File: src/rtl/ccu_pkg.sv
`default_nettype none

package ccu_pkg;

  localparam int unsigned AddrWidth  = 16;
  localparam int unsigned DataWidth  = 32;
  localparam int unsigned MaxMasters = 8;
  // index of the originating master, wide enough for every master
  localparam int unsigned IdWidth    = $clog2(MaxMasters);

  typedef logic [AddrWidth-1:0] addr_t;
  typedef logic [DataWidth-1:0] data_t;
  typedef logic [IdWidth-1:0]   id_t;

  // bit 0 marks a coherent op, bit 1 marks a write
  typedef enum logic [1:0] {
    OpReadNoSnoop  = 2'b00,
    OpReadShared   = 2'b01,
    OpWriteNoSnoop = 2'b10,
    OpWriteUnique  = 2'b11
  } ccu_op_e;

  typedef struct packed {
    ccu_op_e op;
    addr_t   addr;
    data_t   data;
  } ccu_req_t;

  typedef struct packed {
    logic  write;
    addr_t addr;
    data_t data;
    id_t   id;
  } mem_req_t;

  typedef struct packed {
    id_t   id;
    data_t data;
  } ccu_rsp_t;

  typedef struct packed {
    addr_t addr;
    logic  invalidate;
  } snoop_req_t;

  typedef struct packed {
    logic  hit;
    data_t data;
  } snoop_rsp_t;

endpackage

`default_nettype wire

File: src/rtl/ccu_fifo.sv
`timescale 1ns/1ns
`default_nettype none

module ccu_fifo #(
  parameter int unsigned Depth = 4,
  parameter type payload_t     = logic
) (
  input  logic     clk_i,
  input  logic     rst_n_i,
  input  logic     push_i,
  input  payload_t data_i,
  input  logic     pop_i,
  output payload_t data_o,
  output logic     empty_o,
  output logic     full_o
);

  localparam int unsigned PtrWidth = (Depth > 1) ? $clog2(Depth) : 1;
  localparam int unsigned CntWidth = $clog2(Depth + 1);

  payload_t            mem_q [Depth];
  logic [PtrWidth-1:0] wptr_q;
  logic [PtrWidth-1:0] rptr_q;
  logic [CntWidth-1:0] count_q;

  function automatic logic [PtrWidth-1:0] ptr_next(logic [PtrWidth-1:0] ptr);
    return (ptr == PtrWidth'(Depth - 1)) ? '0 : ptr + PtrWidth'(1);
  endfunction

  always_ff @(posedge clk_i) begin
    if (!rst_n_i) begin
      wptr_q  <= '0;
      rptr_q  <= '0;
      count_q <= '0;
    end else begin
      if (push_i) wptr_q <= ptr_next(wptr_q);
      if (pop_i) rptr_q <= ptr_next(rptr_q);
      if (push_i && !pop_i) begin
        count_q <= count_q + CntWidth'(1);
      end else if (pop_i && !push_i) begin
        count_q <= count_q - CntWidth'(1);
      end
    end
  end

  always_ff @(posedge clk_i) begin
    if (push_i) mem_q[wptr_q] <= data_i;
  end

  // head of the queue is visible before it is popped
  assign data_o  = mem_q[rptr_q];
  assign empty_o = (count_q == '0);
  assign full_o  = (count_q == CntWidth'(Depth));

  // the producers have no back-pressure, so sizing must keep the queue from filling
  a_no_overflow: assert property (@(posedge clk_i) disable iff (!rst_n_i) push_i |-> !full_o)
    else $error("ccu_fifo: push while full");

  a_no_underflow: assert property (@(posedge clk_i) disable iff (!rst_n_i) pop_i |-> !empty_o)
    else $error("ccu_fifo: pop while empty");

endmodule

`default_nettype wire

File: src/rtl/ccu_master_path.sv
`timescale 1ns/1ns
`default_nettype none

module ccu_master_path #(
  parameter int unsigned NoMasters        = 4,
  parameter int unsigned NoMasterPerGroup = 2,
  parameter int unsigned FifoDepth        = 4
) (
  input  logic                                clk_i,
  input  logic                                rst_n_i,
  input  logic [NoMasters-1:0]                req_valid_i,
  input  ccu_pkg::ccu_req_t [NoMasters-1:0]   req_i,
  output logic [NoMasters-1:0]                rsp_valid_o,
  output ccu_pkg::ccu_rsp_t [NoMasters-1:0]   rsp_o,
  output logic [NoMasters-1:0]                snoop_valid_o,
  output ccu_pkg::snoop_req_t [NoMasters-1:0] snoop_o,
  input  logic [NoMasters-1:0]                snoop_rsp_valid_i,
  input  ccu_pkg::snoop_rsp_t [NoMasters-1:0] snoop_rsp_i,
  output logic                                mem_valid_o,
  output ccu_pkg::mem_req_t                   mem_req_o,
  input  logic                                mem_rsp_valid_i,
  input  ccu_pkg::ccu_rsp_t                   mem_rsp_i
);

  import ccu_pkg::*;

  // group membership is fixed by position
  localparam int unsigned NoGroups = NoMasters / NoMasterPerGroup;

  logic [NoMasters-1:0]     snp_valid;
  ccu_req_t [NoMasters-1:0] snp_req;
  logic [NoMasters-1:0]     dec_mem_valid;
  mem_req_t [NoMasters-1:0] dec_mem_req;
  logic [NoGroups-1:0]      grp_mem_valid;
  mem_req_t [NoGroups-1:0]  grp_mem_req;
  logic [NoGroups-1:0]      hit_valid;
  ccu_rsp_t [NoGroups-1:0]  hit_rsp;

  ccu_req_decoder #(
    .NoMasters        (NoMasters),
    .NoMasterPerGroup (NoMasterPerGroup)
  ) i_req_decoder (
    .clk_i       (clk_i),
    .rst_n_i     (rst_n_i),
    .req_valid_i (req_valid_i),
    .req_i       (req_i),
    .snp_valid_o (snp_valid),
    .snp_req_o   (snp_req),
    .mem_valid_o (dec_mem_valid),
    .mem_req_o   (dec_mem_req)
  );

  for (genvar g = 0; g < NoGroups; g++) begin : gen_group
    ccu_snoop_path #(
      .NoMasterPerGroup (NoMasterPerGroup),
      .GroupBase        (g * NoMasterPerGroup),
      .FifoDepth        (FifoDepth)
    ) i_snoop_path (
      .clk_i             (clk_i),
      .rst_n_i           (rst_n_i),
      .req_valid_i       (snp_valid[g*NoMasterPerGroup +: NoMasterPerGroup]),
      .req_i             (snp_req[g*NoMasterPerGroup +: NoMasterPerGroup]),
      .snoop_valid_o     (snoop_valid_o[g*NoMasterPerGroup +: NoMasterPerGroup]),
      .snoop_o           (snoop_o[g*NoMasterPerGroup +: NoMasterPerGroup]),
      .snoop_rsp_valid_i (snoop_rsp_valid_i[g*NoMasterPerGroup +: NoMasterPerGroup]),
      .snoop_rsp_i       (snoop_rsp_i[g*NoMasterPerGroup +: NoMasterPerGroup]),
      .mem_valid_o       (grp_mem_valid[g]),
      .mem_req_o         (grp_mem_req[g]),
      .hit_valid_o       (hit_valid[g]),
      .hit_rsp_o         (hit_rsp[g])
    );
  end

  // non-snooping lanes first, then one lane per group
  ccu_mem_port #(
    .NoMasters (NoMasters),
    .NoGroups  (NoGroups),
    .FifoDepth (FifoDepth)
  ) i_mem_port (
    .clk_i           (clk_i),
    .rst_n_i         (rst_n_i),
    .lane_valid_i    ({grp_mem_valid, dec_mem_valid}),
    .lane_req_i      ({grp_mem_req, dec_mem_req}),
    .hit_valid_i     (hit_valid),
    .hit_rsp_i       (hit_rsp),
    .mem_valid_o     (mem_valid_o),
    .mem_req_o       (mem_req_o),
    .mem_rsp_valid_i (mem_rsp_valid_i),
    .mem_rsp_i       (mem_rsp_i),
    .rsp_valid_o     (rsp_valid_o),
    .rsp_o           (rsp_o)
  );

endmodule

`default_nettype wire

File: src/rtl/ccu_mem_port.sv
`timescale 1ns/1ns
`default_nettype none

module ccu_mem_port #(
  parameter int unsigned NoMasters = 4,
  parameter int unsigned NoGroups  = 2,
  parameter int unsigned FifoDepth = 4
) (
  input  logic                                       clk_i,
  input  logic                                       rst_n_i,
  input  logic [NoMasters+NoGroups-1:0]              lane_valid_i,
  input  ccu_pkg::mem_req_t [NoMasters+NoGroups-1:0] lane_req_i,
  input  logic [NoGroups-1:0]                        hit_valid_i,
  input  ccu_pkg::ccu_rsp_t [NoGroups-1:0]           hit_rsp_i,
  output logic                                       mem_valid_o,
  output ccu_pkg::mem_req_t                          mem_req_o,
  input  logic                                       mem_rsp_valid_i,
  input  ccu_pkg::ccu_rsp_t                          mem_rsp_i,
  output logic [NoMasters-1:0]                       rsp_valid_o,
  output ccu_pkg::ccu_rsp_t [NoMasters-1:0]          rsp_o
);

  import ccu_pkg::*;

  localparam int          NoLanes   = NoMasters + NoGroups;
  localparam int unsigned LaneWidth = $clog2(NoLanes);

  logic [NoLanes-1:0]     lane_empty;
  logic [NoLanes-1:0]     lane_pop;
  mem_req_t [NoLanes-1:0] lane_head;
  logic [LaneWidth-1:0]   rr_q;
  logic [LaneWidth-1:0]   sel;
  logic                   sel_valid;

  logic [NoGroups-1:0]     hit_hold_q;
  ccu_rsp_t [NoGroups-1:0] hit_rsp_q;
  logic [NoGroups-1:0]     hit_grant;
  ccu_rsp_t                hit_push_data;
  ccu_rsp_t                hit_head;
  logic                    hit_empty;
  logic                    hit_pop;
  ccu_rsp_t                rsp_sel;
  logic                    rsp_any;
  ccu_rsp_t                rsp_q;

  for (genvar l = 0; l < NoLanes; l++) begin : gen_lane
    ccu_fifo #(
      .Depth     (FifoDepth),
      .payload_t (mem_req_t)
    ) i_lane_fifo (
      .clk_i   (clk_i),
      .rst_n_i (rst_n_i),
      .push_i  (lane_valid_i[l]),
      .data_i  (lane_req_i[l]),
      .pop_i   (lane_pop[l]),
      .data_o  (lane_head[l]),
      .empty_o (lane_empty[l]),
      .full_o  ()
    );
  end

  // search starts at the lane after the last grant
  always_comb begin
    int idx;
    sel       = '0;
    sel_valid = 1'b0;
    for (int k = NoLanes - 1; k >= 0; k--) begin
      idx = int'(rr_q) + k;
      if (idx >= NoLanes) idx = idx - NoLanes;
      if (!lane_empty[idx]) begin
        sel       = LaneWidth'(idx);
        sel_valid = 1'b1;
      end
    end
    lane_pop      = '0;
    lane_pop[sel] = sel_valid;
  end

  always_ff @(posedge clk_i) begin
    if (!rst_n_i) begin
      rr_q <= '0;
    end else if (sel_valid) begin
      rr_q <= (sel == LaneWidth'(NoLanes - 1)) ? '0 : sel + LaneWidth'(1);
    end
  end

  assign mem_valid_o = sel_valid;
  assign mem_req_o   = lane_head[sel];

  // a group resolves at most once every few cycles, so one holding slot per group is enough
  always_comb begin
    hit_grant     = '0;
    hit_push_data = '0;
    for (int g = NoGroups - 1; g >= 0; g--) begin
      if (hit_hold_q[g]) begin
        hit_grant     = '0;
        hit_grant[g]  = 1'b1;
        hit_push_data = hit_rsp_q[g];
      end
    end
  end

  always_ff @(posedge clk_i) begin
    if (!rst_n_i) begin
      hit_hold_q <= '0;
    end else begin
      hit_hold_q <= (hit_hold_q & ~hit_grant) | hit_valid_i;
    end
  end

  always_ff @(posedge clk_i) begin
    for (int g = 0; g < NoGroups; g++) begin
      if (hit_valid_i[g]) hit_rsp_q[g] <= hit_rsp_i[g];
    end
  end

  ccu_fifo #(
    .Depth     (FifoDepth),
    .payload_t (ccu_rsp_t)
  ) i_hit_fifo (
    .clk_i   (clk_i),
    .rst_n_i (rst_n_i),
    .push_i  (|hit_hold_q),
    .data_i  (hit_push_data),
    .pop_i   (hit_pop),
    .data_o  (hit_head),
    .empty_o (hit_empty),
    .full_o  ()
  );

  // memory answers win, queued hits use the idle cycles
  assign hit_pop = !mem_rsp_valid_i && !hit_empty;
  assign rsp_any = mem_rsp_valid_i || !hit_empty;
  assign rsp_sel = mem_rsp_valid_i ? mem_rsp_i : hit_head;

  always_ff @(posedge clk_i) begin
    if (!rst_n_i) begin
      rsp_valid_o <= '0;
    end else begin
      for (int m = 0; m < NoMasters; m++) begin
        rsp_valid_o[m] <= rsp_any && (rsp_sel.id == id_t'(m));
      end
    end
  end

  always_ff @(posedge clk_i) begin
    if (rsp_any) rsp_q <= rsp_sel;
  end

  assign rsp_o = {NoMasters{rsp_q}};

endmodule

`default_nettype wire

File: src/rtl/ccu_req_decoder.sv
`timescale 1ns/1ns
`default_nettype none

module ccu_req_decoder #(
  parameter int unsigned NoMasters        = 4,
  parameter int unsigned NoMasterPerGroup = 2
) (
  input  logic                              clk_i,
  input  logic                              rst_n_i,
  input  logic [NoMasters-1:0]              req_valid_i,
  input  ccu_pkg::ccu_req_t [NoMasters-1:0] req_i,
  output logic [NoMasters-1:0]              snp_valid_o,
  output ccu_pkg::ccu_req_t [NoMasters-1:0] snp_req_o,
  output logic [NoMasters-1:0]              mem_valid_o,
  output ccu_pkg::mem_req_t [NoMasters-1:0] mem_req_o
);

  import ccu_pkg::*;

  // a group of one has no peer cache, so its coherent ops go straight to memory
  localparam bit HasPeers = (NoMasterPerGroup > 1);

  logic [NoMasters-1:0] snooping;

  always_comb begin
    for (int m = 0; m < NoMasters; m++) begin
      snooping[m] = HasPeers && (req_i[m].op inside {OpReadShared, OpWriteUnique});
    end
  end

  always_ff @(posedge clk_i) begin
    if (!rst_n_i) begin
      snp_valid_o <= '0;
      mem_valid_o <= '0;
    end else begin
      snp_valid_o <= req_valid_i & snooping;
      mem_valid_o <= req_valid_i & ~snooping;
    end
  end

  always_ff @(posedge clk_i) begin
    for (int m = 0; m < NoMasters; m++) begin
      if (req_valid_i[m]) begin
        snp_req_o[m]       <= req_i[m];
        mem_req_o[m].write <= req_i[m].op inside {OpWriteNoSnoop, OpWriteUnique};
        mem_req_o[m].addr  <= req_i[m].addr;
        mem_req_o[m].data  <= req_i[m].data;
        mem_req_o[m].id    <= id_t'(m);
      end
    end
  end

endmodule

`default_nettype wire

File: src/rtl/ccu_snoop_path.sv
`timescale 1ns/1ns
`default_nettype none

module ccu_snoop_path #(
  parameter int unsigned NoMasterPerGroup = 2,
  parameter int unsigned GroupBase        = 0,
  parameter int unsigned FifoDepth        = 4
) (
  input  logic                                       clk_i,
  input  logic                                       rst_n_i,
  input  logic [NoMasterPerGroup-1:0]                req_valid_i,
  input  ccu_pkg::ccu_req_t [NoMasterPerGroup-1:0]   req_i,
  output logic [NoMasterPerGroup-1:0]                snoop_valid_o,
  output ccu_pkg::snoop_req_t [NoMasterPerGroup-1:0] snoop_o,
  input  logic [NoMasterPerGroup-1:0]                snoop_rsp_valid_i,
  input  ccu_pkg::snoop_rsp_t [NoMasterPerGroup-1:0] snoop_rsp_i,
  output logic                                       mem_valid_o,
  output ccu_pkg::mem_req_t                          mem_req_o,
  output logic                                       hit_valid_o,
  output ccu_pkg::ccu_rsp_t                          hit_rsp_o
);

  import ccu_pkg::*;

  localparam int unsigned SrcWidth = (NoMasterPerGroup > 1) ? $clog2(NoMasterPerGroup) : 1;

  // queued request tagged with its position inside the group
  typedef struct packed {
    ccu_req_t            req;
    logic [SrcWidth-1:0] src;
  } grp_req_t;

  typedef enum logic [1:0] {StIdle, StSnoop, StWait, StResolve} state_e;

  logic [NoMasterPerGroup-1:0]     hold_valid_q;
  ccu_req_t [NoMasterPerGroup-1:0] hold_req_q;
  logic [NoMasterPerGroup-1:0]     grant;
  grp_req_t                        push_data;
  grp_req_t                        head;
  logic                            fifo_empty;
  logic                            pop;

  state_e                          state_q;
  grp_req_t                        cur_q;
  logic [NoMasterPerGroup-1:0]     pending_q;
  logic [NoMasterPerGroup-1:0]     hit_q;
  data_t [NoMasterPerGroup-1:0]    snp_data_q;
  logic [NoMasterPerGroup-1:0]     peers;
  data_t                           hit_data;
  logic                            read_hit;
  id_t                             req_id;
  snoop_req_t                      snoop_req;

  // simultaneous group requests wait here, lowest index enters the queue first
  always_comb begin
    grant     = '0;
    push_data = '0;
    for (int j = NoMasterPerGroup - 1; j >= 0; j--) begin
      if (hold_valid_q[j]) begin
        grant         = '0;
        grant[j]      = 1'b1;
        push_data.req = hold_req_q[j];
        push_data.src = SrcWidth'(j);
      end
    end
  end

  always_ff @(posedge clk_i) begin
    if (!rst_n_i) begin
      hold_valid_q <= '0;
    end else begin
      hold_valid_q <= (hold_valid_q & ~grant) | req_valid_i;
    end
  end

  always_ff @(posedge clk_i) begin
    for (int j = 0; j < NoMasterPerGroup; j++) begin
      if (req_valid_i[j]) hold_req_q[j] <= req_i[j];
    end
  end

  ccu_fifo #(
    .Depth     (FifoDepth),
    .payload_t (grp_req_t)
  ) i_req_fifo (
    .clk_i   (clk_i),
    .rst_n_i (rst_n_i),
    .push_i  (|hold_valid_q),
    .data_i  (push_data),
    .pop_i   (pop),
    .data_o  (head),
    .empty_o (fifo_empty),
    .full_o  ()
  );

  assign pop = (state_q == StIdle) && !fifo_empty;

  always_comb begin
    peers            = '1;
    peers[cur_q.src] = 1'b0;
  end

  always_ff @(posedge clk_i) begin
    if (!rst_n_i) begin
      state_q   <= StIdle;
      pending_q <= '0;
      hit_q     <= '0;
    end else begin
      case (state_q)
        StIdle: begin
          if (pop) state_q <= StSnoop;
        end
        StSnoop: begin
          pending_q <= peers;
          hit_q     <= '0;
          state_q   <= StWait;
        end
        StWait: begin
          pending_q <= pending_q & ~snoop_rsp_valid_i;
          for (int j = 0; j < NoMasterPerGroup; j++) begin
            if (snoop_rsp_valid_i[j] && snoop_rsp_i[j].hit) hit_q[j] <= 1'b1;
          end
          if ((pending_q & ~snoop_rsp_valid_i) == '0) state_q <= StResolve;
        end
        default: state_q <= StIdle;
      endcase
    end
  end

  always_ff @(posedge clk_i) begin
    if (pop) cur_q <= head;
    for (int j = 0; j < NoMasterPerGroup; j++) begin
      if (snoop_rsp_valid_i[j]) snp_data_q[j] <= snoop_rsp_i[j].data;
    end
  end

  // lowest-index hitting peer supplies the line
  always_comb begin
    hit_data = '0;
    for (int j = NoMasterPerGroup - 1; j >= 0; j--) begin
      if (hit_q[j]) hit_data = snp_data_q[j];
    end
  end

  assign snoop_req.addr       = cur_q.req.addr;
  assign snoop_req.invalidate = (cur_q.req.op == OpWriteUnique);
  assign snoop_o              = {NoMasterPerGroup{snoop_req}};
  assign snoop_valid_o        = (state_q == StSnoop) ? peers : '0;

  assign req_id   = id_t'(GroupBase + cur_q.src);
  assign read_hit = (cur_q.req.op == OpReadShared) && (|hit_q);

  assign hit_valid_o    = (state_q == StResolve) && read_hit;
  assign hit_rsp_o.id   = req_id;
  assign hit_rsp_o.data = hit_data;

  assign mem_valid_o     = (state_q == StResolve) && !read_hit;
  assign mem_req_o.write = (cur_q.req.op == OpWriteUnique);
  assign mem_req_o.addr  = cur_q.req.addr;
  assign mem_req_o.data  = cur_q.req.data;
  assign mem_req_o.id    = req_id;

  // each cache answer must match a snoop this group still waits for
  a_rsp_pending: assert property (@(posedge clk_i) disable iff (!rst_n_i)
    (snoop_rsp_valid_i & ~pending_q) == '0)
    else $error("ccu_snoop_path: snoop answer without a pending snoop");

endmodule

`default_nettype wire

File: config.mk
export PLATFORM = sky130hd
export DESIGN_NAME = ccu_master_path
export DESIGN_NICKNAME = d
export VERILOG_FILES = /design/src/rtl/ccu_pkg.sv /design/src/rtl/ccu_fifo.sv /design/src/rtl/ccu_master_path.sv /design/src/rtl/ccu_mem_port.sv /design/src/rtl/ccu_req_decoder.sv /design/src/rtl/ccu_snoop_path.sv
export SDC_FILE = /design/constraint.sdc
export NUM_CORES = 2
export LEC_CHECK = 0
export BUFFER_PORTS_ARGS = -buffer_cell sky130_fd_sc_hd__buf_2
export CAP_MARGIN = 5
export CORE_UTILIZATION = 45
export CTS_CLUSTER_DIAMETER = 120
export DETAILED_ROUTE_END_ITERATION = 10
export MAX_ROUTING_LAYER = met4
export PLACE_DENSITY_LB_ADDON = 0.15
export SYNTH_ARGS = -nofsm -noshare
export SYNTH_HDL_FRONTEND = slang
export SYNTH_HIERARCHICAL = 1
export SYNTH_SLANG_ARGS = --single-unit
File: constraint.sdc
create_clock -name clk_i -period 7.1 [get_ports clk_i]
set_input_delay 1.42 -clock clk_i [delete_from_list [all_inputs] [get_ports clk_i]]
set_output_delay 1.42 -clock clk_i [all_outputs]
set_load 0.01 [all_outputs]
==> flow_summary.json <==
{
  "cts_buffers": 293,
  "io_buffer_count": 646,
  "critPathSlowestCell": "mux2i_1",
  "drt_iter0_drc": 4718,
  "dieWidth_um": 481.2,
  "hpwlAfterDp_mm": 184.6,
  "min_period_over_period": 0.9752,
  "timing.rr.end": "i_mem_port/gen_lane[4].i_lane_fifo/count_q[2]$_SDFFE_PN0P_",
  "cp_slowest_stage_delay_ps": 540,
  "grt_pass1_wl_mm": 378.6,
  "rrSetupSlack_ps": 1510,
  "relSlewSlack": 0.2449,
  "max_freq_mhz": 144.4,
  "placement_rows": 175,
  "path_cells": "inv_1 > ha_4 > inv_1 > ha_1 > inv_1 > o211a_1 > nor4_2 > a21oi_1 > a211oi_1 > o21ai_4 > buf_16 > mux2i_1 > mux2i_1 > o2bb2ai_2 > buf_2",
  "timing.rr.start": "i_mem_port/rr_q[1]$_SDFFE_PN0P_",
  "final_util": 0.5046,
  "whs_ps": 417.8,
  "p_leak_uw": 0.03837,
  "nNetsFinal": 5709,
  "cp-start-kind": "register",
  "detail_route.vias_per_cell": 5.620,
  "period_needed_ps": 6924,
  "firstDrtPassIters": 6,
  "grtUsageTotal": 0.2453,
  "remaining_drc_errors": 0,
  "worstPathRequired_ps": 5680,
  "critPathMaxFanout": 93,
  "fin_ws_ps": 175.9,
  "root_buffer": "clkbuf_16",
  "power.density_mw_per_mm2": 429.0,
  "crit_type": "reg -> out",
  "ctsLongestPathBuffers": 4,
  "cpMostUsedCell": "inv_1",
  "status": "finished, final reports clean",
  "htree_levels": 5,
  "grt_max_degree": 94,
  "path_clk_slew_ps": 60,
  "avgSynthCellArea_um2": 21.17,
  "hold_depth": 0,
  "yosys_warnings": 6,
  "worstHoldPathType": "reg -> reg",
  "antenna_found_initial": 14,
  "area_growth_pct": 11.22,
  "dieArea_mm2": 0.2315,
  "drv_cap": 0,
  "rsz0062_at_grt": "no",
  "cp-end-kind": "primary output",
  "cts_tree": "built",
  "vias": 47570,
  "drt_wl_total_mm": 277.1,
  "holdBufCountCts": 0,
  "post-place-ws_ps": 755.8,
  "synthCells": 4880,
  "drv_slew": 0,
  "routabilityCongestion": 0.8222,
  "gr-total-overflow": 0,
  "peakVddDrop_uv": 1368,
  "finalPower_uw": 49300,
  "whs_endpoint": "gen_group[0].i_snoop_path/hold_req_q[49]$_DFFE_PP_",
  "num-fill-cells": 18219,
  "antenna_left": 0,
  "tightest_slew_ps": 1133,
  "hold_viol": 0,
  "setup-violations-final": 0,
  "cts_sinks": 2649,
  "fin_setup_tns_ps": 0,
  "grt_pass1_vias": 47029,
  "die-height_um": 481.2,
  "ff2ff_path_depth": 21,
  "wl_per_cell_um": 32.74,
  "drive_gt1_frac": 0.3164,
  "ioPinCount": 647,
  "synth_area_mm2": 0.1033,
  "hold_start": "i_req_decoder/snp_req_o[49]$_DFFE_PP_",
  "insertion_delay_ps": 930,
  "clock-skew-final_ps": 44.14,
  "core-area_mm2": 0.2277,
  "cp.arrival_ps": 5500,
  "start_util": 0.4537
}
layout by cell type (no fill, tap or decap), types with 11 or more instances in the layout:
cell,instances
buf_2,644
mux4_1,19
or3_1,11
and2_1,24
mux2_2,40
nor3_1,25
nand2_1,29
ha_1,77
clkinv_1,44
clkinv_2,42
edfxtp_1,2535
mux2i_1,257
xnor2_1,11
a22o_1,197
a21oi_1,17
mux4_2,435
inv_1,60
conb_1,20
bufinv_16,16
and2_2,32
dfxtp_1,89
buf_4,93
nor2b_1,58
clkbuf_1,67
o2bb2ai_1,26
dfxtp_2,16
o21ai_0,19
o2bb2ai_2,25
diode_2,13
nor2_1,30
clkbuf_16,299
state kept, by name (all words and copies together) (netlist names), 6 cells and up, named ones only:
name                                       count
i_mem_port/gen_lane.i_lane_fifo/mem_q       1248
gen_group.i_snoop_path/i_req_fifo/mem_q      408
gen_group.i_snoop_path/hold_req_q            200
i_req_decoder/snp_req_o                      152
i_mem_port/i_hit_fifo/mem_q                  140
gen_group.i_snoop_path/snp_data_q            128
gen_group.i_snoop_path/mem_req_o              96
i_mem_port/hit_rsp_q                          70
i_req_decoder/mem_req_o                       52
i_mem_port/rsp_o                              35
i_mem_port/gen_lane.i_lane_fifo/count_q       18
i_mem_port/gen_lane.i_lane_fifo/rptr_q        12
i_mem_port/gen_lane.i_lane_fifo/wptr_q        12
gen_group.i_snoop_path/cur_q                   6
gen_group.i_snoop_path/i_req_fifo/count_q      6
final cells by class:
| cell class | count | area (um^2) | area share |
|---|---|---|---|
| clock inverters | 120 | 1005 | 0.008743 |
| diodes | 13 | 32.53 | 0.0002831 |
| repair buffers | 746 | 4091 | 0.03560 |
| clock buffers | 373 | 7830 | 0.06814 |
| flip-flops and latches | 2649 | 78460 | 0.6828 |
| well taps | 3009 | 3765 | 0.03276 |
| multi-input cells | 1492 | 19500 | 0.1697 |
| inverters | 62 | 232.7 | 0.002025 |
metal layers:
metal  vias to the layer above  GRT usage  part of all wire
li1                      19955          -                 -
met1                     25699     0.3081              0.40
met2                      1582     0.4205              0.52
met3                       334    0.03206             0.048
met4                         0    0.06264             0.027
met5                         -          -                 0
how the worst max path moves through the flow:
stage,startpoint,endpoint,slack [ps]
5_1_grt,i_mem_port/rr_q[1]$_SDFFE_PN0P_,mem_req_o[43],10
3_5_place_dp,i_mem_port/rr_q[1]$_SDFFE_PN0P_,mem_req_o[31],760
4_1_cts,i_mem_port/rr_q[1]$_SDFFE_PN0P_,mem_req_o[36],10
2_1_floorplan,i_mem_port/rr_q[0]$_SDFFE_PN0P_,mem_req_o[48],2000
6_report,i_mem_port/rr_q[1]$_SDFFE_PN0P_,mem_req_o[43],180
3_3_place_gp,i_mem_port/rr_q[1]$_SDFFE_PN0P_,mem_req_o[35],920
critical path, delay by kind of cell (launching register included):
family	cells	cell delay, ps
buffers and inverters	5	910
and+or+nand+nor	1	360
AOI/OAI and AO/OA	5	1160
muxes	2	760
DFF	1	440
adders and majority gates	2	760
through the flow:
stage	instances	instance area [um^2]
6_report	8464	114900
4_1_cts	8450	114700
3_5_place_dp	7957	105800
2_1_floorplan	4895	103400
5_1_grt	8454	114900
3_3_place_gp	7957	105800
where the power goes:
group	switching (uW)	internal (uW)	total [uW]
sequential	1170	18500	19700
combinational	9320	6020	15300
clock	5910	8340	14200
total	16400	32900	49300
timing repair:
action | in CTS | in global routing
gates resized for setup | 11 | 18
buffers inserted | 0 | 1
endpoints found under the setup margin | 44 | 50
pin swaps | 0 | 2
No activity file was read; power rests on OpenSTA's default activity.
